### src/include/ucode_macros.svh
/*
 * Widths and sizes for the microcode CPU.
 * STACK_PTR_W must equal clog2(STACK_DEPTH) and MEM_WORDS must equal 2**ADDR_W.
 */
`ifndef UCODE_MACROS_SVH
`define UCODE_MACROS_SVH

`define UCODE_CELL_W      16    // bits per cell and per instruction word
`define UCODE_ADDR_W      10    // program address bits
`define UCODE_MEM_WORDS   1024  // program memory depth
`define UCODE_STACK_DEPTH 16    // cells per stack, data and return alike
`define UCODE_STACK_PTR_W 4     // stack pointer bits, wraps at depth

`endif

### src/ucode_isa_pkg.sv
/*
 * Instruction-set types. Any word with the top bit set is a CALL to its low
 * address bits, so CALL has no named value in the opcode enum.
 */
`include "ucode_macros.svh"

package ucode_isa_pkg;

    typedef logic [`UCODE_CELL_W-1:0] cell_t;   // data or instruction word
    typedef logic [`UCODE_ADDR_W-1:0] addr_t;   // program address

    typedef enum cell_t {
        UC_NOP    = 16'h0000,   // ( -- )
        UC_ADD    = 16'h0001,   // ( a b -- a+b )
        UC_AND    = 16'h0002,   // ( a b -- a&b )
        UC_XOR    = 16'h0003,   // ( a b -- a^b )
        UC_ROL    = 16'h0004,   // ( a -- a rotated left by one )
        UC_INC    = 16'h0005,   // ( a -- a+1 )
        UC_FETCH  = 16'h0006,   // ( addr -- addr cell ) cell is pushed
        UC_STORE  = 16'h0007,   // ( cell addr -- )
        UC_DUP    = 16'h0008,   // ( a -- a a )
        UC_DROP   = 16'h0009,   // ( a -- )
        UC_SWAP   = 16'h000A,   // ( a b -- b a )
        UC_SKZ    = 16'h000B,   // ( cond -- ) skip next word on zero
        UC_PUSH_R = 16'h000C,   // >R ( a -- ) R:( -- a )
        UC_R_POP  = 16'h000D,   // R> ( -- a ) R:( a -- )
        UC_EXTN   = 16'h000E,   // ( x -- ) halts the core
        UC_EXIT   = 16'h000F,   // R:( addr -- ) addr->pc
        UC_LIT    = 16'h0020,   // ( -- item ) item is the next word
        UC_SUB    = 16'h0021,   // ( a b -- a-b )
        UC_OR     = 16'h0022,   // ( a b -- a|b )
        UC_NOT    = 16'h0023,   // ( a -- ~a )
        UC_NEG    = 16'h0024,   // ( a -- -a )
        UC_DEC    = 16'h0025,   // ( a -- a-1 )
        UC_OVER   = 16'h002A,   // ( a b -- a b a )
        UC_EMIT   = 16'h003F    // ( a -- ) a goes out on the emit port
    } opcode_e;

    localparam cell_t c_true  = '1;     // boolean true, all ones
    localparam cell_t c_false = '0;     // boolean false

endpackage

### src/ucode_core_pkg.sv
/*
 * Datapath control types shared by the sequencer and the blocks it drives.
 * Every control struct is a one-cycle request, applied at the next clock edge.
 */
package ucode_core_pkg;

    typedef enum logic [1:0] {
        PH_FETCH,       // wait for run, bump pc
        PH_DECODE,      // instruction word is on the read port
        PH_EXECUTE,     // alu result valid
        PH_WRITEBACK    // memory data valid, next address out
    } phase_e;

    typedef enum logic [2:0] {
        ALU_NOP, ALU_ADD, ALU_SUB, ALU_AND, ALU_OR, ALU_XOR, ALU_ROL
    } alu_op_e;

    typedef struct packed {
        logic                 push;     // push alone grows, with pop replaces top
        logic                 pop;
        logic                 swap;     // exchange top two cells
        ucode_isa_pkg::cell_t value;
    } stack_ctl_t;

    typedef struct packed {
        logic                 we;
        ucode_isa_pkg::addr_t addr;
        ucode_isa_pkg::cell_t data;
    } mem_wr_t;

    typedef struct packed {
        alu_op_e              op;
        ucode_isa_pkg::cell_t arg0;     // left operand
        ucode_isa_pkg::cell_t arg1;     // right operand
    } alu_req_t;

endpackage

### src/ucode_alu.sv
`timescale 1ns/100ps
/*
 * Registered ALU, result one clock after the request.
 * ALU_NOP leaves the previous result in place.
 */
module ucode_alu (
    input  logic                     i_clk,
    input  logic                     i_rst_n,
    input  ucode_core_pkg::alu_req_t i_req,
    output ucode_isa_pkg::cell_t     o_data
);
    import ucode_isa_pkg::*;
    import ucode_core_pkg::*;

    always_ff @(posedge i_clk or negedge i_rst_n) begin
        if (!i_rst_n) begin
            o_data <= c_false;
        end else begin
            case (i_req.op)
                ALU_ADD: o_data <= i_req.arg0 + i_req.arg1;
                ALU_SUB: o_data <= i_req.arg0 - i_req.arg1;     // arg0 is the minuend
                ALU_AND: o_data <= i_req.arg0 & i_req.arg1;
                ALU_OR:  o_data <= i_req.arg0 | i_req.arg1;
                ALU_XOR: o_data <= i_req.arg0 ^ i_req.arg1;
                ALU_ROL: o_data <= {i_req.arg0[$bits(cell_t)-2:0], i_req.arg0[$bits(cell_t)-1]};
                default: o_data <= o_data;                      // nop holds
            endcase
        end
    end

endmodule

### config.mk
export PLATFORM = sky130hd
export DESIGN_NAME = ucode_alu
export DESIGN_NICKNAME = d
export VERILOG_FILES = /design/src/ucode_isa_pkg.sv /design/src/ucode_core_pkg.sv /design/src/ucode_alu.sv
export VERILOG_INCLUDE_DIRS = /design/src /design/src/include
export SDC_FILE = /design/constraint.sdc
export NUM_CORES = 1
export LEC_CHECK = 0
export ABC_AREA = 1
export BUFFER_PORTS_ARGS = -buffer_cell sky130_fd_sc_hd__buf_4
export CELL_PAD_IN_SITES_DETAIL_PLACEMENT = 1
export CELL_PAD_IN_SITES_GLOBAL_PLACEMENT = 1
export CORE_ASPECT_RATIO = 0.7
export CORE_MARGIN = 3
export CORE_UTILIZATION = 43
export DETAILED_ROUTE_END_ITERATION = 12
export GPL_TIMING_DRIVEN = 0
export PLACE_DENSITY = 0.92
export SLEW_MARGIN = 5
export SYNTH_ARGS = -nofsm -noshare
export SYNTH_HDL_FRONTEND = slang
export SYNTH_SLANG_ARGS = --single-unit
### constraint.sdc
create_clock -name i_clk -period 1.4 [get_ports i_clk]
set_input_delay 0.21 -clock i_clk [delete_from_list [all_inputs] [get_ports i_clk]]
set_output_delay 0.21 -clock i_clk [all_outputs]
set_load 0.05 [all_outputs]
==> results.ini, run 1 <==
[floorplanning]
die-width_um = 103
die_y_um = 73.8
start_util = 0.448
rows = 24
boundaryPins = 53

[sta]
worstEpCategory = register input
crit_endpoint = o_data[15]$_DFFE_PN0P_/D

[logic_synthesis]
yosys_warnings = 0
syn_area_um2 = 2830
syn_nets = 528
syn_inst = 442
synth-seq-cells = 16
syn_area_per_cell_um2 = 6.39
yosysUniqueCellTypes = 36
ys_seq_area_frac = 0.142

[placement]
gp_congestion = 0.932
portBuffers = 52
place_ws_ns = -1.51
hpwl_um = 8570

[clocking]
h-tree-depth = 1
clkSinkCount = 16
cts-root-buf = clkbuf_8
numCtsBuffers = 3
cts_max_path_buffers = 2

[run_status]
error = [ERROR DPL-0033] detailed placement checks failed during check placement.
status = did not finish
haltStage = 5_1_grt

[grt]
antenna_found_initial = 1
grt_max_degree = 17

Yosys cell counts, drive strengths merged:
| library cell | instances | area share |
|---|---|---|
| a21o | 1 | 0.0027 |
| o21ai | 34 | 0.066 |
| fa | 1 | 0.0071 |
| nand4 | 4 | 0.014 |
| a21oi | 34 | 0.062 |
| o21a | 1 | 0.0027 |
| a211oi | 6 | 0.020 |
| nor2 | 49 | 0.067 |
| clkbuf | 1 | 0.0049 |
| inv | 73 | 0.097 |
| dfrtp | 16 | 0.14 |
| nand3 | 22 | 0.041 |
| o2111ai | 5 | 0.015 |
| buf | 7 | 0.021 |
| nand2 | 110 | 0.15 |
| a221oi | 1 | 0.0031 |
| ha | 48 | 0.21 |
| o21bai | 1 | 0.0027 |
| and2 | 1 | 0.0022 |
| a31oi | 3 | 0.0066 |
| o31ai | 1 | 0.0027 |
| nor3 | 7 | 0.012 |
| xor2 | 14 | 0.043 |
| xnor2 | 1 | 0.0031 |
| nand3b | 1 | 0.0027 |
through the flow:
stage,std cells,instance area (um2),hold slack (ns)
3_5_place_dp,572,3540,0.0990
3_3_place_gp,572,3540,0.0992
4_1_cts,601,4250,0.313
2_1_floorplan,442,3060,-0.0856
cell families after synthesis:
logic type | share of synthesized area
xor gates and xnor gates | 0.0465
AOI/OAI and AO/OA | 0.183
DFF | 0.142
and+or+nand+nor | 0.286
buffers and inverters | 0.123
adders and majority gates | 0.220
repair_timing:
item | CTS
pin swaps | 64
resized for setup | 109
setup buffers | 24
hold buffers | 1
gates cloned | 0
hold endpoints to repair | 16
setup endpoints to repair | 15
==> run 2: changes to the inputs <==
--- a/config.mk
+++ b/config.mk
@@ -8,14 +8,11 @@
 export LEC_CHECK = 0
 export ABC_AREA = 1
 export BUFFER_PORTS_ARGS = -buffer_cell sky130_fd_sc_hd__buf_4
-export CELL_PAD_IN_SITES_DETAIL_PLACEMENT = 1
-export CELL_PAD_IN_SITES_GLOBAL_PLACEMENT = 1
-export CORE_ASPECT_RATIO = 0.7
 export CORE_MARGIN = 3
-export CORE_UTILIZATION = 43
+export CORE_UTILIZATION = 40
 export DETAILED_ROUTE_END_ITERATION = 12
 export GPL_TIMING_DRIVEN = 0
-export PLACE_DENSITY = 0.92
+export PLACE_DENSITY_LB_ADDON = 0.15
 export SLEW_MARGIN = 5
 export SYNTH_ARGS = -nofsm -noshare
 export SYNTH_HDL_FRONTEND = slang
==> run 2 against run 1 <==
Net effect:
- the flow now finishes, with violations (negative setup slack)
- synthesized cell count is the same
- synthesized area unchanged
==> results.ini, run 2 <==
[run_status]
status = complete, but fails checks  ; was did not finish
violations = negative setup slack

[clocking]
cts_tree = done
h-tree-depth = 1  ; unchanged
cts_max_path_buffers = 2  ; unchanged
cts.clk_slew.worst_paths_ns = 0.06
numCtsBuffers = 3  ; unchanged
clkSinkCount = 16  ; unchanged
clk_latency_ns = 0.25
cts-root-buf = clkbuf_8  ; unchanged

[final_layout]
nets = 614
stdcell_count = 622
area_growth_pct = 48.5
top_register = o_data
layout_common_cells = nand2_1 (86), buf_4 (77), inv_1 (58)
diodes = 0
largest_reg_flops = 16
mostFrequentLayoutCell = nand2_1
top_regs = o_data: 16 flops
drive_above_1_share = 0.357

[grt]
grt_first_pass_wirelength_um = 15500
antenna_found_initial = 0
grt_pass1_vias = 3341
grt_usage = 0.232
grt_max_degree = 17
overflow = 0

[floorplanning]
die-width_um = 90.0  ; was 103 um
die_area_um2 = 8110
boundaryPins = 53  ; unchanged
rows = 30  ; was 24
die_y_um = 90.0  ; was 73.8 um
fp.coreArea_um2 = 6830
start_util = 0.414  ; was 0.448

[run]
max_cap_viol_count = 0

[placement]
hpwl_um = 7050  ; was 8570 um
portBuffers = 52  ; unchanged
placed_cells = 590  ; was 572
place_ws_ns = -1.24  ; was -1.51 ns
gp_congestion = 0.915  ; was 0.932

[worst_hold_path]
hold_class = in2async

[setup_path]
cpPeakStageDelay_ns = 0.25
crit_fanout = 4
start_kind = input port
cp-end-kind = flop
cp.arrival_ns = 2.44
crit_type = in2reg
critPathSlowestCell = ha_4
critical_path.cell_chain = buf_12, inv_16, ha_4, inv_4, nor2_4, nand3_4, nor3_4, nand3_2, nand2_1, xor2_1, inv_1, ha_4, nand2_2, inv_2, nand2_1, nand2_1, nand2_1, nand2_1, a21oi_1, nand2_1, nand2_1, nand2_1, a21oi_1
critPathRequiredTime_ns = 1.58
cpMostUsedCell = nand2_1

[drt]
dr.first_iter.drc_count = 119
wirelength_um = 9210
firstDrtPassIters = 4
wl_met3_um = 442
vias = 3189
ant_nets = 0
m1WireLength_um = 3630
vias_per_cell = 5.13
wire_per_inst_um = 14.8
drc_errors = 0
highest_layer = met4
dr_wl_met2_um = 4770

[logic_synthesis]
ys.flop_type = dfrtp_1  ; unchanged
ys_seq_area_frac = 0.142  ; unchanged
yosysMostFrequentCell = nand2_1  ; unchanged
synth-seq-cells = 16  ; unchanged
yosys_warnings = 0  ; unchanged
yosys-top-cells-count = nand2_1 (109), inv_1 (69), ha_1 (48), nor2_1 (47), a21oi_1 (33)  ; unchanged
syn_area_per_cell_um2 = 6.39  ; unchanged
synth_area_leaders = ha_1 (21%), nand2_1 (14%), dfrtp_1 (14%), inv_1 (9.2%), nor2_1 (6.2%)  ; unchanged
synth_top_cell_area_share = 0.213  ; unchanged
yosysTopAreaCell = ha_1  ; unchanged
synth_edf_count = 0  ; unchanged
syn_inst = 442  ; unchanged
synthArstFlopShare = 1.00  ; unchanged
yosysUniqueCellTypes = 36  ; unchanged
syn_nets = 528  ; unchanged
syn_area_um2 = 2830  ; unchanged

[pwr]
p_comb_frac = 0.692
power.internal_mw = 1.60
peakVddDrop_mv = 0.623
power.density_nw_per_um2 = 750
clockPowerShare = 0.110
power_mw = 3.15
p_seq_frac = 0.198
p_sw_frac = 0.491
switchingPower_mw = 1.54
p_leak_nw = 2.12

[sta]
max_freq_ghz = 0.442
period_minus_slack_ns = 2.26
fin_skew_ns = 0
min_period_over_period = 1.62
rsz0062_at_grt = true
final_hold_viol_count = 0
holdWs_ns = 0.353
tightest_slew_ns = 0.446
final-setup-viol-count = 15
slew_headroom = 0.700
setup_slack_ns = -0.861
maxSlewViolCount = 0

## run 2: cell counts after synthesis
No cell type changed its count.
## run 2: final timing paths
kind	startpoint	end	slack, ns	cells past startpoint
min in group i_clk	i_req[31]	o_data[0]	0.37	3
max reg2reg	o_data[9]	o_data[9]	0.72	2
min	i_rst_n	o_data[14]	0.35	2
min reg2reg	o_data[13]	o_data[13]	0.48	2
max	i_req[0]	o_data[15]	-0.86	23
max in group asynchronous	i_rst_n	o_data[5]	0.85	2
## run 2: metal layers
metal,global-route usage,up-vias
met5,0,-
met4,0.0855,0
met3,0.0351,27
met2,0.443,84
met1,0.256,1479
li1,-,1599
## run 2: cell type report
| cell class | count | area (um2) |
|---|---|---|
| sequential | 16 | 400 |
| buffer | 8 | 83.8 |
| inverter | 73 | 317 |
| fill | 669 | 2640 |
| timing repair buffer | 81 | 646 |
| tap | 96 | 120 |
| multi-input combinational | 345 | 2590 |
| clock buffer | 3 | 41.3 |
## run 2: kinds of logic after synthesis
logic type	Yosys count	synth area share
AO/OA/AOI/OAI	87	0.183
XOR/XNOR	15	0.0465
adder cells (fa/ha/maj)	49	0.220
buffers and inverters	81	0.123
flip-flops	16	0.142
AND/OR/NAND/NOR	194	0.286
## run 2: stage by stage
stage / setup TNS [ns] / util / instance area, um2
after floorplan: -7.52 / - / 3060
after global placement: -13.84 / 0.522 / 3570
after detailed placement: -14.18 / 0.522 / 3570
after CTS: -7.65 / 0.601 / 4100
after global routing: -11.15 / 0.614 / 4200
final: -8.54 / 0.614 / 4200
## run 2: worst max-delay path, delay by kind of cell
kind            cells  cell delay (ns)
simple gates       13             1.16
fa+ha+maj           2             0.38
buf+inv             5             0.32
compound gates      2             0.22
xor+xnor            1             0.15
## run 2: timing repair
item                       in CTS  in global routing
buffers inserted               23                  5
gates resized for setup        69                 11
hold endpoints to repair       16                  0
hold buffers                    1                  0
pin swaps                      47                 13
setup endpoints to repair      16                 16
## run 2: power groups by stage
stage,Combinational [mW],Clock [mW],Sequential [mW]
floorplan,0.883,0,1.00
global placement,1.79,0,0.630
detailed placement,1.81,0,0.633
CTS,2.11,0.363,0.625
global route,2.38,0.379,0.639
finish,2.18,0.346,0.624
Power figures use the tool's default switching activity.
==> run 3: changes to the inputs <==
--- a/config.mk
+++ b/config.mk
@@ -6,7 +6,6 @@
 export SDC_FILE = /design/constraint.sdc
 export NUM_CORES = 1
 export LEC_CHECK = 0
-export ABC_AREA = 1
 export BUFFER_PORTS_ARGS = -buffer_cell sky130_fd_sc_hd__buf_4
 export CORE_MARGIN = 3
 export CORE_UTILIZATION = 40
==> run 3 against run 2 <==
Net effect:
- the run still ends with negative setup slack left
- combinational power is 4% higher
- clock power up 12%
- power increased by 3.8%
- synthesized cell count down 12%
- largest power group unchanged
==> results.ini, run 3 <==
[logic_synthesis]
synth_top_family_by_area = compound AO/OA/AOI/OAI gates  ; was simple AND/OR/NAND/NOR gates
syn_inst = 387  ; was 442
synthMuxAreaShare = 0.00349  ; was 0
ys.flop_type = dfrtp_1  ; unchanged
synth-simple-area-share = 0.191  ; was 0.286
yosys-top-cells-count = ha_1 (48), inv_1 (38), nor2_1 (35), nand2_1 (32), a21oi_1 (30)  ; was nand2_1 (109), inv_1 (69), ha_1 (48), nor2_1 (47), a21oi_1 (33)
syn_nets = 473  ; was 528
synth-seq-cells = 16  ; unchanged
synth_fa_ha_area_frac = 0.216  ; was 0.220
synthArstFlopShare = 1.00  ; unchanged
synth_compound_area_frac = 0.308  ; was 0.183
synth_area_leaders = ha_1 (21%), dfrtp_1 (14%), xnor2_1 (6.1%), a21oi_1 (5.2%), inv_1 (5.0%)  ; was ha_1 (21%), nand2_1 (14%), dfrtp_1 (14%), inv_1 (9.2%), nor2_1 (6.2%)
syn_area_um2 = 2870  ; was 2830 um2
yosysUniqueCellTypes = 55  ; was 36
yosys_warnings = 0  ; unchanged
synth_edf_count = 0  ; unchanged
ys_seq_area_frac = 0.140  ; was 0.142
synth_top_cell_area_share = 0.210  ; was 0.213
yosysTopAreaCell = ha_1  ; unchanged
synth-xor-area-share = 0.0672  ; was 0.0465
yosysMostFrequentCell = ha_1  ; was nand2_1
syn_area_per_cell_um2 = 7.41  ; was 6.39 um2

[final_layout]
fillers = 614  ; was 669
nets = 569  ; was 614
seqCellArea_um2 = 400  ; unchanged
diodes = 0  ; unchanged
top_register = o_data  ; unchanged
area_growth_pct = 50.2  ; was 48.5%
multi_input_area_um2 = 2700  ; was 2590 um2
stdcell_count = 577  ; was 622
drive_above_1_share = 0.370  ; was 0.357
layout_common_cells = buf_4 (75), ha_1 (42), inv_1 (35)  ; was nand2_1 (86), buf_4 (77), inv_1 (58)
mostFrequentLayoutCell = buf_4  ; was nand2_1
largest_reg_flops = 16  ; unchanged
top_regs = o_data: 16 flops  ; unchanged

[setup_path]
reg2regPathDepth = 4  ; was 2
start_kind = input port  ; unchanged
critical_path.cell_chain = buf_8, or3_4, or3b_4, or4_4, o21ai_2, xnor2_1, ha_1, a21o_1, a21o_1, a21o_1, or4_1, o211a_1  ; was buf_12, inv_16, ha_4, inv_4, nor2_4, nand3_4, nor3_4, nand3_2, nand2_1, xor2_1, inv_1, ha_4, nand2_2, inv_2, nand2_1, nand2_1, nand2_1, nand2_1, a21oi_1, nand2_1, nand2_1, nand2_1, a21oi_1
crit_family = simple AND/OR/NAND/NOR gates  ; unchanged
path_buf_inv = 1  ; was 5
critPathSlowestCell = or4_4  ; was ha_4
crit_fanout = 3  ; was 4
crit_type = in2reg  ; unchanged
path_depth = 12  ; was 23
cpPeakStageDelay_ns = 0.57  ; was 0.25 ns
cpMostUsedCell = a21o_1  ; was nand2_1
critPathRequiredTime_ns = 1.55  ; was 1.58 ns
cp.arrival_ns = 3.27  ; was 2.44 ns
cp-end-kind = flop  ; unchanged

[clocking]
h-tree-depth = 1  ; unchanged
cts.clk_slew.worst_paths_ns = 0.08  ; was 0.06 ns
cts-root-buf = clkbuf_8  ; unchanged
numCtsBuffers = 3  ; unchanged
clkSinkCount = 16  ; unchanged
clk_latency_ns = 0.26  ; was 0.25 ns
cts_max_path_buffers = 2  ; unchanged
cts_tree = done  ; unchanged

[floorplanning]
rows = 30  ; unchanged
start_util = 0.417  ; was 0.414
die_y_um = 90.7  ; was 90.0 um
die_area_um2 = 8220  ; was 8110 um2
fp.coreArea_um2 = 6870  ; was 6830 um2
boundaryPins = 53  ; unchanged
die-width_um = 90.7  ; was 90.0 um

[sta]
setup_slack_ns = -1.71  ; was -0.861 ns
period_minus_slack_ns = 3.11  ; was 2.26 ns
max_freq_ghz = 0.321  ; was 0.442 GHz
fin_setup_tns_ns = -17.09  ; was -8.54 ns
maxSlewViolCount = 0  ; unchanged
slew_headroom = 0.209  ; was 0.700
final-setup-viol-count = 16  ; was 15
fin_skew_ns = 0  ; unchanged
rsz0062_at_grt = true  ; unchanged
min_period_over_period = 2.22  ; was 1.62
tightest_slew_ns = 1.18  ; was 0.446 ns
final_hold_viol_count = 0  ; unchanged

[drt]
dr.first_iter.drc_count = 421  ; was 119
wire_per_inst_um = 18.6  ; was 14.8 um
wirelength_um = 10700  ; was 9210 um
drc_errors = 0  ; unchanged
ant_nets = 0  ; unchanged
firstDrtPassIters = 7  ; was 4
vias_per_cell = 6.03  ; was 5.13
vias = 3477  ; was 3189

[grt]
grt_first_pass_wirelength_um = 16000  ; was 15500 um
overflow = 0  ; unchanged
grt_usage = 0.241  ; was 0.232
grt_max_degree = 17  ; unchanged
antenna_found_initial = 0  ; unchanged
grt_pass1_vias = 3212  ; was 3341

[pwr]
peakVddDrop_mv = 0.289  ; was 0.623 mV
p_leak_nw = 1.99  ; was 2.12 nW
power.density_nw_per_um2 = 759  ; was 750 nW/um2

[placement]
portBuffers = 49  ; was 52
place_ws_ns = -2.19  ; was -1.24 ns
placed_cells = 532  ; was 590
gp_congestion = 0.924  ; was 0.915
hpwl_um = 7200  ; was 7050 um

[run]
max_cap_viol_count = 0  ; unchanged

[run_status]
status = complete, but fails checks  ; unchanged
violations = negative setup slack  ; unchanged

[worst_hold_path]
hold_class = in2async  ; unchanged

## run 3: changes by cell type after synthesis, sizes merged, moves of 6 or more
cell    delta
a31oi      +7
xnor2     +19
nor2      -14
a21o       +9
clkbuf    +11
nand2     -78
xor2      -12
nand3     -11
inv       -34
a222oi     +6
## run 3: what timing repair did
action / CTS / global route
endpoints found under the setup margin: 16 / 16
pin swaps: 51 / 32
endpoints found under the hold margin: 16 / 0
hold buffers: 1 / 0
buffers inserted: 34 / 12
resized for setup: 69 / 45
## run 3: cells by family after synthesis
logic type,count (synthesis)
and+or+nand+nor,114
AOI/OAI and AO/OA,129
adders and majority gates,49
xor gates and xnor gates,22
DFF,16
buffers and inverters,56
muxes,1
## run 3: worst register-to-register path, cell delays in order, from the launching register on
cell	delay, ns
dfrtp_1	0.35
nor2_1	0.08
nor4b_1	0.34
nand3_1	0.11
nand3_1	0.10
## run 3: cell type report
cell class	instances	area share
Multi-Input combinational cell	315	0.628
Timing Repair Buffer	93	0.180
Sequential cell	16	0.0930
Inverter	39	0.0358
Tap cell	96	0.0279
Buffer	15	0.0259
Clock buffer	3	0.00959
## run 3: power by group
group,leakage [nW],total [mW],switching (mW),internal [mW]
registers,0.183,0.609,0.0517,0.558
logic,1.79,2.27,1.32,0.950
clock network,0.0216,0.388,0.196,0.192
total,1.99,3.27,1.57,1.70
## run 3: routing by layer
layer	vias to the layer above	routed length, um	track usage
met5	-	0	0
met4	0	365	0.0982
met3	37	816	0.0258
met2	167	4920	0.403
met1	1677	4650	0.315
li1	1596	-	-
## run 3: worst paths after layout
check | start | slack, ns | to
setup / recovery | i_req[4] | -1.71 | o_data[15]
hold / removal | i_rst_n | 0.35 | o_data[15]
setup reg to reg | o_data[9] | 0.36 | o_data[9]
hold reg to reg | o_data[10] | 0.51 | o_data[10]
max in group asynchronous | i_rst_n | 0.85 | o_data[5]
min in group i_clk | i_req[22] | 0.35 | o_data[7]
## run 3: through the flow
step	instance area [um2]	total power [mW]	hold slack (ns)	utilization
5_1_grt	4300	3.44	0.379	0.627
4_1_cts	4040	3.06	0.338	0.589
2_1_floorplan	2970	1.84	-0.0856	-
3_5_place_dp	3460	2.37	0.0935	0.503
6_report	4300	3.27	0.353	0.627
3_3_place_gp	3460	2.35	0.0917	0.503
