==> src/include/ucode_macros.svh <==
/*
 * Widths and sizes for the microcode CPU.
 * STACK_PTR_W must equal clog2(STACK_DEPTH) and MEM_WORDS must equal 2**ADDR_W.
 */
`ifndef UCODE_MACROS_SVH
`define UCODE_MACROS_SVH

`define UCODE_CELL_W      16    // bits per cell and per instruction word
`define UCODE_ADDR_W      10    // program address bits
`define UCODE_MEM_WORDS   1024  // program memory depth
`define UCODE_STACK_DEPTH 16    // cells per stack, data and return alike
`define UCODE_STACK_PTR_W 4     // stack pointer bits, wraps at depth

`endif

==> src/ucode_isa_pkg.sv <==
/*
 * Instruction-set types. Any word with the top bit set is a CALL to its low
 * address bits, so CALL has no named value in the opcode enum.
 */
`include "ucode_macros.svh"

package ucode_isa_pkg;

    typedef logic [`UCODE_CELL_W-1:0] cell_t;   // data or instruction word
    typedef logic [`UCODE_ADDR_W-1:0] addr_t;   // program address

    typedef enum cell_t {
        UC_NOP    = 16'h0000,   // ( -- )
        UC_ADD    = 16'h0001,   // ( a b -- a+b )
        UC_AND    = 16'h0002,   // ( a b -- a&b )
        UC_XOR    = 16'h0003,   // ( a b -- a^b )
        UC_ROL    = 16'h0004,   // ( a -- a rotated left by one )
        UC_INC    = 16'h0005,   // ( a -- a+1 )
        UC_FETCH  = 16'h0006,   // ( addr -- addr cell ) cell is pushed
        UC_STORE  = 16'h0007,   // ( cell addr -- )
        UC_DUP    = 16'h0008,   // ( a -- a a )
        UC_DROP   = 16'h0009,   // ( a -- )
        UC_SWAP   = 16'h000A,   // ( a b -- b a )
        UC_SKZ    = 16'h000B,   // ( cond -- ) skip next word on zero
        UC_PUSH_R = 16'h000C,   // >R ( a -- ) R:( -- a )
        UC_R_POP  = 16'h000D,   // R> ( -- a ) R:( a -- )
        UC_EXTN   = 16'h000E,   // ( x -- ) halts the core
        UC_EXIT   = 16'h000F,   // R:( addr -- ) addr->pc
        UC_LIT    = 16'h0020,   // ( -- item ) item is the next word
        UC_SUB    = 16'h0021,   // ( a b -- a-b )
        UC_OR     = 16'h0022,   // ( a b -- a|b )
        UC_NOT    = 16'h0023,   // ( a -- ~a )
        UC_NEG    = 16'h0024,   // ( a -- -a )
        UC_DEC    = 16'h0025,   // ( a -- a-1 )
        UC_OVER   = 16'h002A,   // ( a b -- a b a )
        UC_EMIT   = 16'h003F    // ( a -- ) a goes out on the emit port
    } opcode_e;

    localparam cell_t c_true  = '1;     // boolean true, all ones
    localparam cell_t c_false = '0;     // boolean false

endpackage

==> src/ucode_core_pkg.sv <==
/*
 * Datapath control types shared by the sequencer and the blocks it drives.
 * Every control struct is a one-cycle request, applied at the next clock edge.
 */
package ucode_core_pkg;

    typedef enum logic [1:0] {
        PH_FETCH,       // wait for run, bump pc
        PH_DECODE,      // instruction word is on the read port
        PH_EXECUTE,     // alu result valid
        PH_WRITEBACK    // memory data valid, next address out
    } phase_e;

    typedef enum logic [2:0] {
        ALU_NOP, ALU_ADD, ALU_SUB, ALU_AND, ALU_OR, ALU_XOR, ALU_ROL
    } alu_op_e;

    typedef struct packed {
        logic                 push;     // push alone grows, with pop replaces top
        logic                 pop;
        logic                 swap;     // exchange top two cells
        ucode_isa_pkg::cell_t value;
    } stack_ctl_t;

    typedef struct packed {
        logic                 we;
        ucode_isa_pkg::addr_t addr;
        ucode_isa_pkg::cell_t data;
    } mem_wr_t;

    typedef struct packed {
        alu_op_e              op;
        ucode_isa_pkg::cell_t arg0;     // left operand
        ucode_isa_pkg::cell_t arg1;     // right operand
    } alu_req_t;

endpackage

==> src/ucode_stack.sv <==
`timescale 1ns/100ps
/*
 * Circular LIFO, top two cells visible combinationally.
 * Overflow and underflow wrap the pointer without any flag.
 */
`include "ucode_macros.svh"

module ucode_stack (
    input  logic                       i_clk,
    input  logic                       i_rst_n,
    input  ucode_core_pkg::stack_ctl_t i_ctl,
    output ucode_isa_pkg::cell_t       o_s0,    // top of stack
    output ucode_isa_pkg::cell_t       o_s1     // next on stack
);
    import ucode_isa_pkg::*;

    cell_t                         cells [0:`UCODE_STACK_DEPTH-1];
    logic [`UCODE_STACK_PTR_W-1:0] sp;          // index of top cell
    logic [`UCODE_STACK_PTR_W-1:0] sp_dn;       // cell below top, wraps
    logic [`UCODE_STACK_PTR_W-1:0] sp_up;       // slot for a push, wraps

    assign sp_dn = sp - 1'b1;
    assign sp_up = sp + 1'b1;
    assign o_s0  = cells[sp];
    assign o_s1  = cells[sp_dn];

    // pointer moves only on a lone push or a lone pop
    always_ff @(posedge i_clk or negedge i_rst_n) begin
        if (!i_rst_n) begin
            sp <= '0;
        end else if (i_ctl.push && !i_ctl.pop) begin
            sp <= sp_up;
        end else if (i_ctl.pop && !i_ctl.push) begin
            sp <= sp_dn;
        end
    end

    always_ff @(posedge i_clk) begin
        if (i_ctl.push) begin
            if (i_ctl.pop) begin
                cells[sp] <= i_ctl.value;       // replace top
            end else begin
                cells[sp_up] <= i_ctl.value;
            end
        end else if (i_ctl.swap) begin
            cells[sp]    <= cells[sp_dn];
            cells[sp_dn] <= cells[sp];
        end
    end

endmodule
==> config.mk <==
export PLATFORM = sky130hd
export DESIGN_NAME = ucode_stack
export DESIGN_NICKNAME = d
export VERILOG_FILES = /design/src/ucode_isa_pkg.sv /design/src/ucode_core_pkg.sv /design/src/ucode_stack.sv
export VERILOG_INCLUDE_DIRS = /design/src /design/src/include
export SDC_FILE = /design/constraint.sdc
export NUM_CORES = 1
export LEC_CHECK = 0
export ABC_AREA = 1
export BUFFER_PORTS_ARGS = -buffer_cell sky130_fd_sc_hd__clkbuf_2
export CORE_MARGIN = 1.5
export CORE_UTILIZATION = 25
export CTS_CLUSTER_SIZE = 25
export DETAILED_ROUTE_END_ITERATION = 7
export PLACE_DENSITY = 0.36
export SKIP_CTS_REPAIR_TIMING = 1
export SYNTH_ARGS = -nofsm -noshare
export SYNTH_HDL_FRONTEND = slang
export SYNTH_SLANG_ARGS = --single-unit
==> constraint.sdc <==
create_clock -name i_clk -period 4.29 [get_ports i_clk]
set_input_delay 0.429 -clock i_clk [delete_from_list [all_inputs] [get_ports i_clk]]
set_output_delay 0.429 -clock i_clk [all_outputs]
set_load 0.03 [all_outputs]
# After elaboration in Yosys (flattened, before gate mapping)
# Memories as Yosys holds them, arrays and structs flattened.
# Index checks and enable logic that the tools add are counted.
# classes
n_reduce_logical	6
bitwise	1
n_mux	15
addsub	2
# op_table
cell	count
$mux 16	2
$reduce_or 16->1	1
$mux 4	3
$mux 1	10
$add 4x1->4 const B	1
$sub 4x1->4 const B	1
$logic_and 1x1->1	2
$logic_not 1->1	2
$reduce_bool 2->1	1
$or 1x1->1	1
# word_totals
wordCells	26
input_bits	21
mem_bits_rw	256
output_inout_bits	32
memories	1
register_bits	4
# mem_list
memory	depth	width	read_ports	rd_ports_with_merged_regs	wr	line	source
cells	16	16	2	0	2	ucode_stack.sv:17	cell_t cells [0:`UCODE_STACK_DEPTH-1];

# Logic depth before layout (Yosys ltp)
# Gate-level depths: netlist of the first run.
# logic_depth
ltp_word	5
depth_mapped	13
depth_no_buf	11

# Least setup slack after synthesis of the first run
# No wires, ideal clock.
# synth_path
path_kind	reg-to-reg
from	register sp[0]
to	memory cells[15][0] in the netlist's numbering, enable pin
setup_time_ns	0.411
setup_slack_ns	0.410
required_time_ns	3.879
stages_incl_launch_ff	13
period_less_slack_ns	3.880
t_arrival_ns	3.469
path_buffers	4
cell_sequence	dfrtp_1 -> inv_2 -> buf_2 -> clkbuf_1 -> ha_1 -> clkbuf_1 -> clkbuf_1 -> nand2_1 -> inv_1 -> a21oi_1 -> inv_1 -> nand3_1 -> o21ai_0
# synth_lines
item	line	source
start: declaration	ucode_stack.sv:18	logic [`UCODE_STACK_PTR_W-1:0] sp;
start signal: assignment	ucode_stack.sv:32	sp <= sp_up;
start signal: assignment	ucode_stack.sv:34	sp <= sp_dn;
end: declaration	ucode_stack.sv:17	

# Worst setup path in the final report of the first run
# layout_path
from	register sp[1]
to	output o_s0[10]
# layout_via
elab_chain_len	1
# layout_rtl
item	line	source
$mem_v2 16x16	-	
end: declaration	ucode_stack.sv:12	output ucode_isa_pkg::cell_t o_s0,
# No other way between the ends.

==> flow_metrics.env, run 1 <==
export IMPL_clk_latency_ns=0.58
export IMPL_first_iter_violations=1873
export IMPL_violations="DRC"
export IMPL_netlist_area_um2=18500
export IMPL_finalSetupViolCount=0
export IMPL_coreArea_um2=73200
export IMPL_clock_root_buffer="clkbuf_16"
export IMPL_ys_seq_area_frac=0.420
export IMPL_relSlewSlack=0.242
export IMPL_path_class="reg -> out"
export IMPL_dr_wl_met2_mm=37.9
export IMPL_die_y_um=275
export IMPL_post_route_util=0.280
export IMPL_final_antenna_net_count=0
export IMPL_fin_ws_ns=0.132
export IMPL_final_cell_mix="nand2_1, nand3_1, edfxtp_1"
export IMPL_wl_met3_mm=6.37
export IMPL_nets=2434
export IMPL_tightest_slew_ns=1.14
export IMPL_row_count=99
export IMPL_cp_start_kind="flop"
export IMPL_dieWidth_um=275
export IMPL_hold_class="in -> async"
export IMPL_finalCritPeriodShare=0.969
export IMPL_pre_cts_ws_ns=0.612
export IMPL_hold_viol_final=0
export IMPL_areaGrowthSynthToFinish_pct=10.5
export IMPL_grt_pass1_wl_mm=121
export IMPL_skew_ns=0.0350
export IMPL_place_gp_congestion=0.835
export IMPL_numCtsBuffers=37
export IMPL_insertedDiodeCount=0
export IMPL_power_w=0.0170
export IMPL_routed_top_layer="met4"
export IMPL_grt_remaining_overflow=0
export IMPL_fmax_ghz=0.241
export IMPL_dpl_hpwl_mm=53.0
export IMPL_first_global_vias=15764
export IMPL_synth_seq_cells=260
export IMPL_synth_warnings=0
export IMPL_yosys_top_cells_area="edfxtp_1, nand2_1, nand3_1"
export IMPL_ir_drop_mv=0.468
export IMPL_synth_area_per_cell_um2=7.58
export IMPL_post_route_drc_count=4
export IMPL_layout_drive_gt1_share=0.150
export IMPL_wirelength_mm=85.3
export IMPL_timing_max_cap_violations=0
export IMPL_rsz0062_at_grt="false"
export IMPL_syn_num_nets=2475
export IMPL_htree_levels=2
export IMPL_cts_sinks=260
export IMPL_synth_top_area_frac=0.415
export IMPL_yosys_area_top_type="edfxtp_1"
export IMPL_initial_utilization=0.253
export IMPL_crit_path_end_kind="output port"
export IMPL_vias=17129
export IMPL_p_leak_nw=8.94
export IMPL_cp_required_ns=3.86
export IMPL_maxSlewViolCount=0
export IMPL_wire_per_inst_um=25.2
export IMPL_dieArea_um2=75700
export IMPL_period_needed_ns=4.16
export IMPL_yosysUniqueCellTypes=30
export IMPL_grtUsageTotal=0.224
export IMPL_portBuffers=52
export IMPL_critical_path_peak_fanout=48
export IMPL_power_density_nw_per_um2=832
export IMPL_grt_max_degree=119
export IMPL_clkSlewWorstSetupHoldPaths_ns=0.06
export IMPL_io_pins=53
export IMPL_antenna_found_initial=3
export IMPL_vias_per_cell=5.06
export IMPL_cp_arrival_ns=3.73
export IMPL_m1WireLength_mm=39.4
export IMPL_clk_path_buf_depth=3
export IMPL_tritoncts="done"
export IMPL_holdWs_ns=0.216
export IMPL_final_common_cell="nand2_1"
export IMPL_tns_ns=0
export IMPL_syn_inst=2445
export IMPL_status="finished with violations"
export IMPL_first_pass_iters=8
==> synth_stat cells <==
master,instances
nand2_1,829
nand3_1,432
edfxtp_1,256
inv_1,210
o21ai_0,178
a21oi_1,103
nand3_2,86
clkbuf_1,65
buf_2,64
buf_6,41
nand2_2,32
o211ai_1,26
inv_2,17
or2_2,17
nand3_4,16
buf_4,15
buf_1,14
o21ai_1,13
ha_1,9
nor2_4,5
dfrtp_1,4
nor2_1,4
nand2_4,2
clkbuf_2,1
clkbuf_8,1
inv_4,1
nor3_2,1
xnor2_4,1
xor2_1,1
xor2_4,1
==> power breakdown <==
part / internal (W) / switching, W
Sequential: 0.00353 / 0.000185
Combinational: 0.00248 / 0.00797
Clock: 0.00160 / 0.00127
Total: 0.00761 / 0.00943
==> path summary, 6_finish.rpt <==
path	slack (ns)	from	to	depth (start not counted)
setup reg to reg	0.52	sp[0]$_DFFE_PN0P_	cells[1][10]$_DFFE_PP_	10
setup / recovery	0.13	sp[1]$_DFFE_PN0P_	o_s0[10]	7
min in group i_clk	0.41	i_ctl[17]	sp[3]$_DFFE_PN0P_	5
hold reg to reg	0.82	sp[2]$_DFFE_PN0P_	sp[2]$_DFFE_PN0P_	2
hold / removal	0.22	i_rst_n	sp[1]$_DFFE_PN0P_	2
max in group asynchronous	3.92	i_rst_n	sp[2]$_DFFE_PN0P_	2
==> state kept, by name (all words and copies together), names as in the netlist <==
name,flops
sp,4
cells,256
==> area by class of cell <==
type	instances	area [um2]
fill	7826	52700
multi-input combinational	1756	8750
sequential	260	7800
tap	959	1200
clock buffer	52	982
inverter	228	861
timing repair buffer	121	806
clock inverter	11	76.3
==> per-stage QoR <==
step           instance area [um2]  instances
2_1_floorplan                18500       2445
3_3_place_gp                 19400       3323
3_5_place_dp                 19400       3323
4_1_cts                      20500       3386
5_1_grt                      20500       3387
6_report                     20500       3387
==> critical path: stages (launching register included) <==
cell and delay (ns):
dfrtp_4 0.41, buf_4 0.58, buf_4 0.70, o211ai_1 0.18
nand3_1 0.26, nand3_1 0.21, nand2_2 0.45, clkbuf_2 0.30
==> routing by layer <==
metal | GRT usage | up-vias
met5 | 0 | -
met4 | 0.0521 | 0
met3 | 0.0381 | 109
met2 | 0.351 | 722
met1 | 0.319 | 8260
li1 | - | 8038
==> cell families (layout without fill, tap and decap cells) <==
| logic type | after synthesis | in the layout | share of synthesized area |
|---|---|---|---|
| flops | 260 | 260 | 0.420 |
| fa+ha+maj | 9 | 9 | 0.00608 |
| buf+inv | 429 | 412 | 0.112 |
| xor+xnor | 3 | 3 | 0.00345 |
| compound gates | 320 | 320 | 0.0900 |
| simple gates | 1424 | 1424 | 0.368 |
No activity file was read; power rests on OpenSTA's default activity.
==> inputs of run 2 (changes only) <==
PLACE_DENSITY = 0.37   (was 0.36)
SKIP_LAST_GASP = 1   (was not set)
clock period = 3.49 ns   (was 4.29 ns; I/O delays follow)
==> run 2 against run 1 <==
  * The flow still finishes with violations (DRC)
  * Largest power group unchanged
  * Worst setup slack worse by 0.052 ns
  * Clock-buffer cell count is 7 lower
  * Final cell count up 0.41%
  * Register-to-register slack about the same
  * Combinational power up 26%
  * Critical path depth up 2
  * Clock skew is 0.023 ns lower
  * Highest routed layer unchanged
  * Sequential share of layout area shrank 0.77 points
==> flow_metrics.env, run 2 (same netlist as run 1, synthesis figures left out) <==
export IMPL_status="finished with violations"
export IMPL_violations="DRC"
export IMPL_final_common_cell="nand2_1"
export IMPL_finalSetupViolCount=0
export IMPL_cp_slowest_cell="dfrtp_4"
export IMPL_grt_remaining_overflow=0
export IMPL_die_y_um=275
export IMPL_power_density_nw_per_um2=1030
export IMPL_layout_drive_gt1_share=0.156
export IMPL_critical_path_peak_fanout=32
export IMPL_fmax_ghz=0.293
export IMPL_clk_path_buf_depth=3
export IMPL_post_route_drc_count=4
export IMPL_holdWs_ns=0.141
export IMPL_clkSlewWorstSetupHoldPaths_ns=0.05
export IMPL_skew_ns=0.0119
export IMPL_cp_start_kind="flop"
export IMPL_relSlewSlack=0.331
export IMPL_tritoncts="done"
export IMPL_rsz0062_at_grt="true"
export IMPL_fill_cells=7780
export IMPL_timing_max_cap_violations=0
export IMPL_areaGrowthSynthToFinish_pct=12.8
export IMPL_post_route_util=0.285
export IMPL_first_global_vias=16002
export IMPL_cp_arrival_ns=3.06
export IMPL_tightest_slew_ns=1.00
export IMPL_initial_utilization=0.253
export IMPL_first_pass_iters=8
export IMPL_place_gp_congestion=0.831
export IMPL_final_cell_mix="nand2_1, nand3_1, edfxtp_1"
export IMPL_grtUsageTotal=0.203
export IMPL_antenna_found_initial=0
export IMPL_vias=17020
export IMPL_dpl_hpwl_mm=51.4
export IMPL_htree_levels=2
export IMPL_cts_sinks=260
export IMPL_ir_drop_mv=0.638
export IMPL_dieWidth_um=275
export IMPL_grt_pass1_wl_mm=113
export IMPL_dieArea_um2=75700
export IMPL_wire_per_inst_um=22.8
export IMPL_numCtsBuffers=36
export IMPL_io_pins=53
export IMPL_hold_viol_final=0
export IMPL_coreArea_um2=73200
export IMPL_insertedDiodeCount=0
export IMPL_p_leak_nw=9.12
export IMPL_largestRegisters="cells: 256 flops, sp: 4 flops"
export IMPL_regMostFlops="cells"
export IMPL_cp_slowest_stage_delay_ns=0.53
export IMPL_cp_required_ns=3.14
export IMPL_largest_register_ffs=256
export IMPL_clk_latency_ns=0.55
export IMPL_wirelength_mm=77.5
export IMPL_grt_max_degree=228
export IMPL_hold_class="in -> async"
export IMPL_fin_ws_ns=0.0799
export IMPL_dp_cells=3339
export IMPL_clock_root_buffer="clkbuf_16"
export IMPL_vias_per_cell=5.00
export IMPL_nets=2450
export IMPL_final_cells=3401
export IMPL_maxSlewViolCount=0
export IMPL_portBuffers=52
export IMPL_path_cells="inv_8 > ha_4 > inv_2 > buf_16 > nand3_1 > nand3_1 > nand3_2 > nand2_1 > clkbuf_2"
export IMPL_path_class="reg -> out"
export IMPL_pre_cts_ws_ns=0.395
export IMPL_first_iter_violations=1756
export IMPL_final_antenna_net_count=0
export IMPL_power_w=0.0214
export IMPL_row_count=99
export IMPL_finalCritPeriodShare=0.977
export IMPL_crit_path_end_kind="output port"
export IMPL_period_needed_ns=3.41
export IMPL_crit_path_frequent_cell="nand3_1"
[run 2: path summary, 6_finish.rpt]
check	startpoint	endpoint	slack, ns	depth (start not counted)
min reg2reg	sp[2]$_DFFE_PN0P_	sp[2]$_DFFE_PN0P_	0.72	2
min in group i_clk	i_ctl[17]	sp[1]$_DFFE_PN0P_	0.33	5
max	sp[0]$_DFFE_PN0P_	o_s1[14]	0.08	9
min	i_rst_n	sp[1]$_DFFE_PN0P_	0.14	2
max in group asynchronous	i_rst_n	sp[0]$_DFFE_PN0P_	3.20	2
max reg2reg	sp[0]$_DFFE_PN0P_	cells[7][15]$_DFFE_PP_	0.51	9
[run 2: power by group]
group,internal (W),leakage [nW],switching (W),total (W)
registers,0.00434,2.37,0.000213,0.00455
logic,0.00344,6.22,0.00980,0.0132
clock network,0.00214,0.538,0.00150,0.00364
[run 2: per-layer routing]
layer  track usage  up-vias  part of all wire
li1              -     8083                 -
met2         0.317      626              0.44
met5             0        -                 0
met1         0.293     8205              0.47
met4        0.0542        0             0.023
met3        0.0277      106             0.061
[run 2: cell type report]
class | count | area [um2] | area share
Clock inverter | 15 | 141 | 0.00677
Inverter | 228 | 866 | 0.0414
Clock buffer | 45 | 956 | 0.0458
Timing Repair Buffer | 138 | 1180 | 0.0567
Sequential cell | 260 | 7800 | 0.373
Tap cell | 959 | 1200 | 0.0574
Multi-Input combinational cell | 1756 | 8750 | 0.419
[run 2: per-stage QoR]
| stage | TNS (ns) | area, um2 |
|---|---|---|
| 3_5_place_dp | 0 | 19700 |
| 6_report | 0 | 20900 |
| 2_1_floorplan | -49.36 | 18500 |
| 5_1_grt | -0.0101 | 20900 |
| 4_1_cts | -0.222 | 20800 |
| 3_3_place_gp | 0 | 19700 |
[run 2: worst max-delay path, delay by kind of cell (launching register included)]
kind	cells	cell delay [ns]
buf+inv	4	0.93
flops	1	0.53
fa+ha+maj	1	0.36
simple gates	4	0.65
==> inputs of run 3 (changes only) <==
CORE_ASPECT_RATIO = 0.75   (was not set)
CORE_UTILIZATION = 55   (was 25)
PLACE_DENSITY = 0.72   (was 0.37)
==> run 3 against run 2 <==
  * The run ends with DRC, setup timing left
  * Wire length decreased by 11%
  * Via count rose by 5.6%
  * Worst setup slack got worse by 0.16 ns
  * Clock power down 15%
  * Register-to-register slack worse by 0.32 ns
  * Critical path depth increased by 1
  * Maximum frequency shrank 4.6%
  * Combinational power is 6% lower
  * Clock-buffer cell count down 9
  * Sequential power barely moved
  * Final cell count shrank 16%
  * First-iteration DRC count grew 47%
  * Critical path type unchanged
  * Largest power group unchanged
==> flow_metrics.env, run 3 (same netlist as run 1, synthesis figures left out) <==
export IMPL_cp_slowest_cell="dfrtp_4"
export IMPL_initial_utilization=0.566
export IMPL_holdWs_ns=0.136
export IMPL_layout_drive_gt1_share=0.150
export IMPL_cp_slowest_stage_delay_ns=0.51
export IMPL_hold_class="in -> async"
export IMPL_clkSlewWorstSetupHoldPaths_ns=0.07
export IMPL_skew_ns=0.0166
export IMPL_sw_frac_of_total=0.535
export IMPL_htree_levels=1
export IMPL_power_share_clock=0.154
export IMPL_p_leak_nw=8.96
export IMPL_fill_cells=2925
export IMPL_numCtsBuffers=29
export IMPL_coreArea_um2=32700
export IMPL_grt_remaining_overflow=0
export IMPL_tightest_slew_ns=1.10
export IMPL_status="finished with violations"
export IMPL_rsz0062_at_grt="true"
export IMPL_wire_per_inst_um=23.9
export IMPL_p_sw_w=0.0107
export IMPL_path_class="reg -> out"
export IMPL_tns_ns=-0.0829
export IMPL_pwr_share_seq=0.228
export IMPL_fin_ws_ns=-0.0829
export IMPL_crit_path_end_kind="output port"
export IMPL_largest_register_ffs=256
export IMPL_die_y_um=162
export IMPL_first_pass_iters=8
export IMPL_regMostFlops="cells"
export IMPL_post_route_drc_count=2
export IMPL_clock_root_buffer="clkbuf_16"
export IMPL_final_cells=2870
export IMPL_comb_power_share=0.618
export IMPL_dpl_hpwl_mm=41.1
export IMPL_dieArea_um2=34800
export IMPL_relSlewSlack=0.266
export IMPL_clk_path_buf_depth=3
export IMPL_ir_drop_mv=1.00
export IMPL_first_global_vias=16509
export IMPL_clk_latency_ns=0.59
export IMPL_finalSetupViolCount=1
export IMPL_grtUsageTotal=0.383
export IMPL_power_density_nw_per_um2=1000
export IMPL_intPower_w=0.00931
export IMPL_cp_start_kind="flop"
export IMPL_dp_cells=2810
export IMPL_nets=2434
export IMPL_hold_viol_final=0
export IMPL_final_common_cell="nand2_1"
export IMPL_portBuffers=52
export IMPL_period_needed_ns=3.57
export IMPL_timing_max_cap_violations=0
export IMPL_tritoncts="done"
export IMPL_maxSlewViolCount=0
export IMPL_path_cells="inv_2 > buf_8 > nand3_2 > inv_2 > nand2_1 > nand2_4 > buf_4 > nand3_2 > nand2_1 > clkbuf_2"
export IMPL_row_count=57
export IMPL_place_gp_congestion=0.927
export IMPL_largestRegisters="cells: 256 flops, sp: 4 flops"
export IMPL_dieWidth_um=215
export IMPL_first_iter_violations=2576
export IMPL_cp_arrival_ns=3.22
export IMPL_cts_sinks=260
export IMPL_fmax_ghz=0.280
export IMPL_vias_per_cell=6.26
export IMPL_grt_max_degree=254
export IMPL_vias=17971
export IMPL_final_antenna_net_count=0
export IMPL_finalCritPeriodShare=1.02
export IMPL_violations="DRC, setup timing"
export IMPL_wirelength_mm=68.6
export IMPL_areaGrowthSynthToFinish_pct=7.61
export IMPL_antenna_found_initial=1
export IMPL_grt_pass1_wl_mm=99.8
export IMPL_io_pins=53
export IMPL_cp_required_ns=3.14
export IMPL_critical_path_peak_fanout=41
export IMPL_power_w=0.0200
export IMPL_final_cell_mix="nand2_1, nand3_1, edfxtp_1"
==> run 3: cell types whose count changed in the layout (fill, tap and decap cells not counted), sizes merged <==
cell	change
xnor2	+1
clkbuf	-9
clkinv	+3
buf	-10
diode	+1
==> run 3: power groups by stage <==
stage | sequential, W | clock, W | combinational (W)
3_5_place_dp | 0.00461 | 0 | 0.0117
6_report | 0.00456 | 0.00309 | 0.0124
5_1_grt | 0.00461 | 0.00317 | 0.0130
2_1_floorplan | 0.00454 | 0 | 0.00841
4_1_cts | 0.00454 | 0.00304 | 0.0118
3_3_place_gp | 0.00459 | 0 | 0.0116
==> run 3: critical path, delay by kind of cell, from the launching register on <==
kind | cells | cell delay [ns]
buffers and inverters | 5 | 1.22
flip-flops | 1 | 0.51
AND/OR/NAND/NOR | 5 | 0.88
==> run 3: final cells by class <==
type / instances / area, um2 / area share
Inverter: 228 / 862 / 0.0432
Sequential cell: 260 / 7800 / 0.391
Clock inverter: 18 / 158 / 0.00791
Tap cell: 442 / 553 / 0.0277
Timing Repair Buffer: 128 / 1040 / 0.0524
Clock buffer: 36 / 752 / 0.0377
Multi-Input combinational cell: 1757 / 8760 / 0.440
Antenna cell: 1 / 2.50 / 0.000126
==> run 3: path summary, 6_finish.rpt <==
| path | start | end | slack (ns) | cells after the start |
|---|---|---|---|---|
| setup / recovery | sp[1]$_DFFE_PN0P_ | o_s1[15] | -0.08 | 10 |
| hold / removal | i_rst_n | sp[3]$_DFFE_PN0P_ | 0.14 | 2 |
| setup reg to reg | sp[0]$_DFFE_PN0P_ | cells[0][6]$_DFFE_PP_ | 0.19 | 9 |
| hold reg to reg | sp[3]$_DFFE_PN0P_ | sp[3]$_DFFE_PN0P_ | 0.83 | 2 |
| max in group asynchronous | i_rst_n | sp[1]$_DFFE_PN0P_ | 3.19 | 2 |
| min in group i_clk | i_ctl[17] | sp[2]$_DFFE_PN0P_ | 0.31 | 6 |
==> run 3: per-layer routing <==
| metal | GRT usage | vias up | part of all wire |
|---|---|---|---|
| met5 | 0 | - | 0 |
| met4 | 0.223 | 0 | 0.066 |
| met3 | 0.0749 | 319 | 0.14 |
| met2 | 0.597 | 1365 | 0.43 |
| met1 | 0.502 | 8251 | 0.36 |
| li1 | - | 8036 | - |
==> run 3: through the flow <==
step	worst slack, ns	area, um2	utilization
floorplan	-0.390	18500	-
global placement	0.425	18900	0.578
detailed placement	0.370	18900	0.578
CTS	-0.200	19800	0.605
global route	-0.107	19900	0.609
finish	-0.0829	19900	0.609
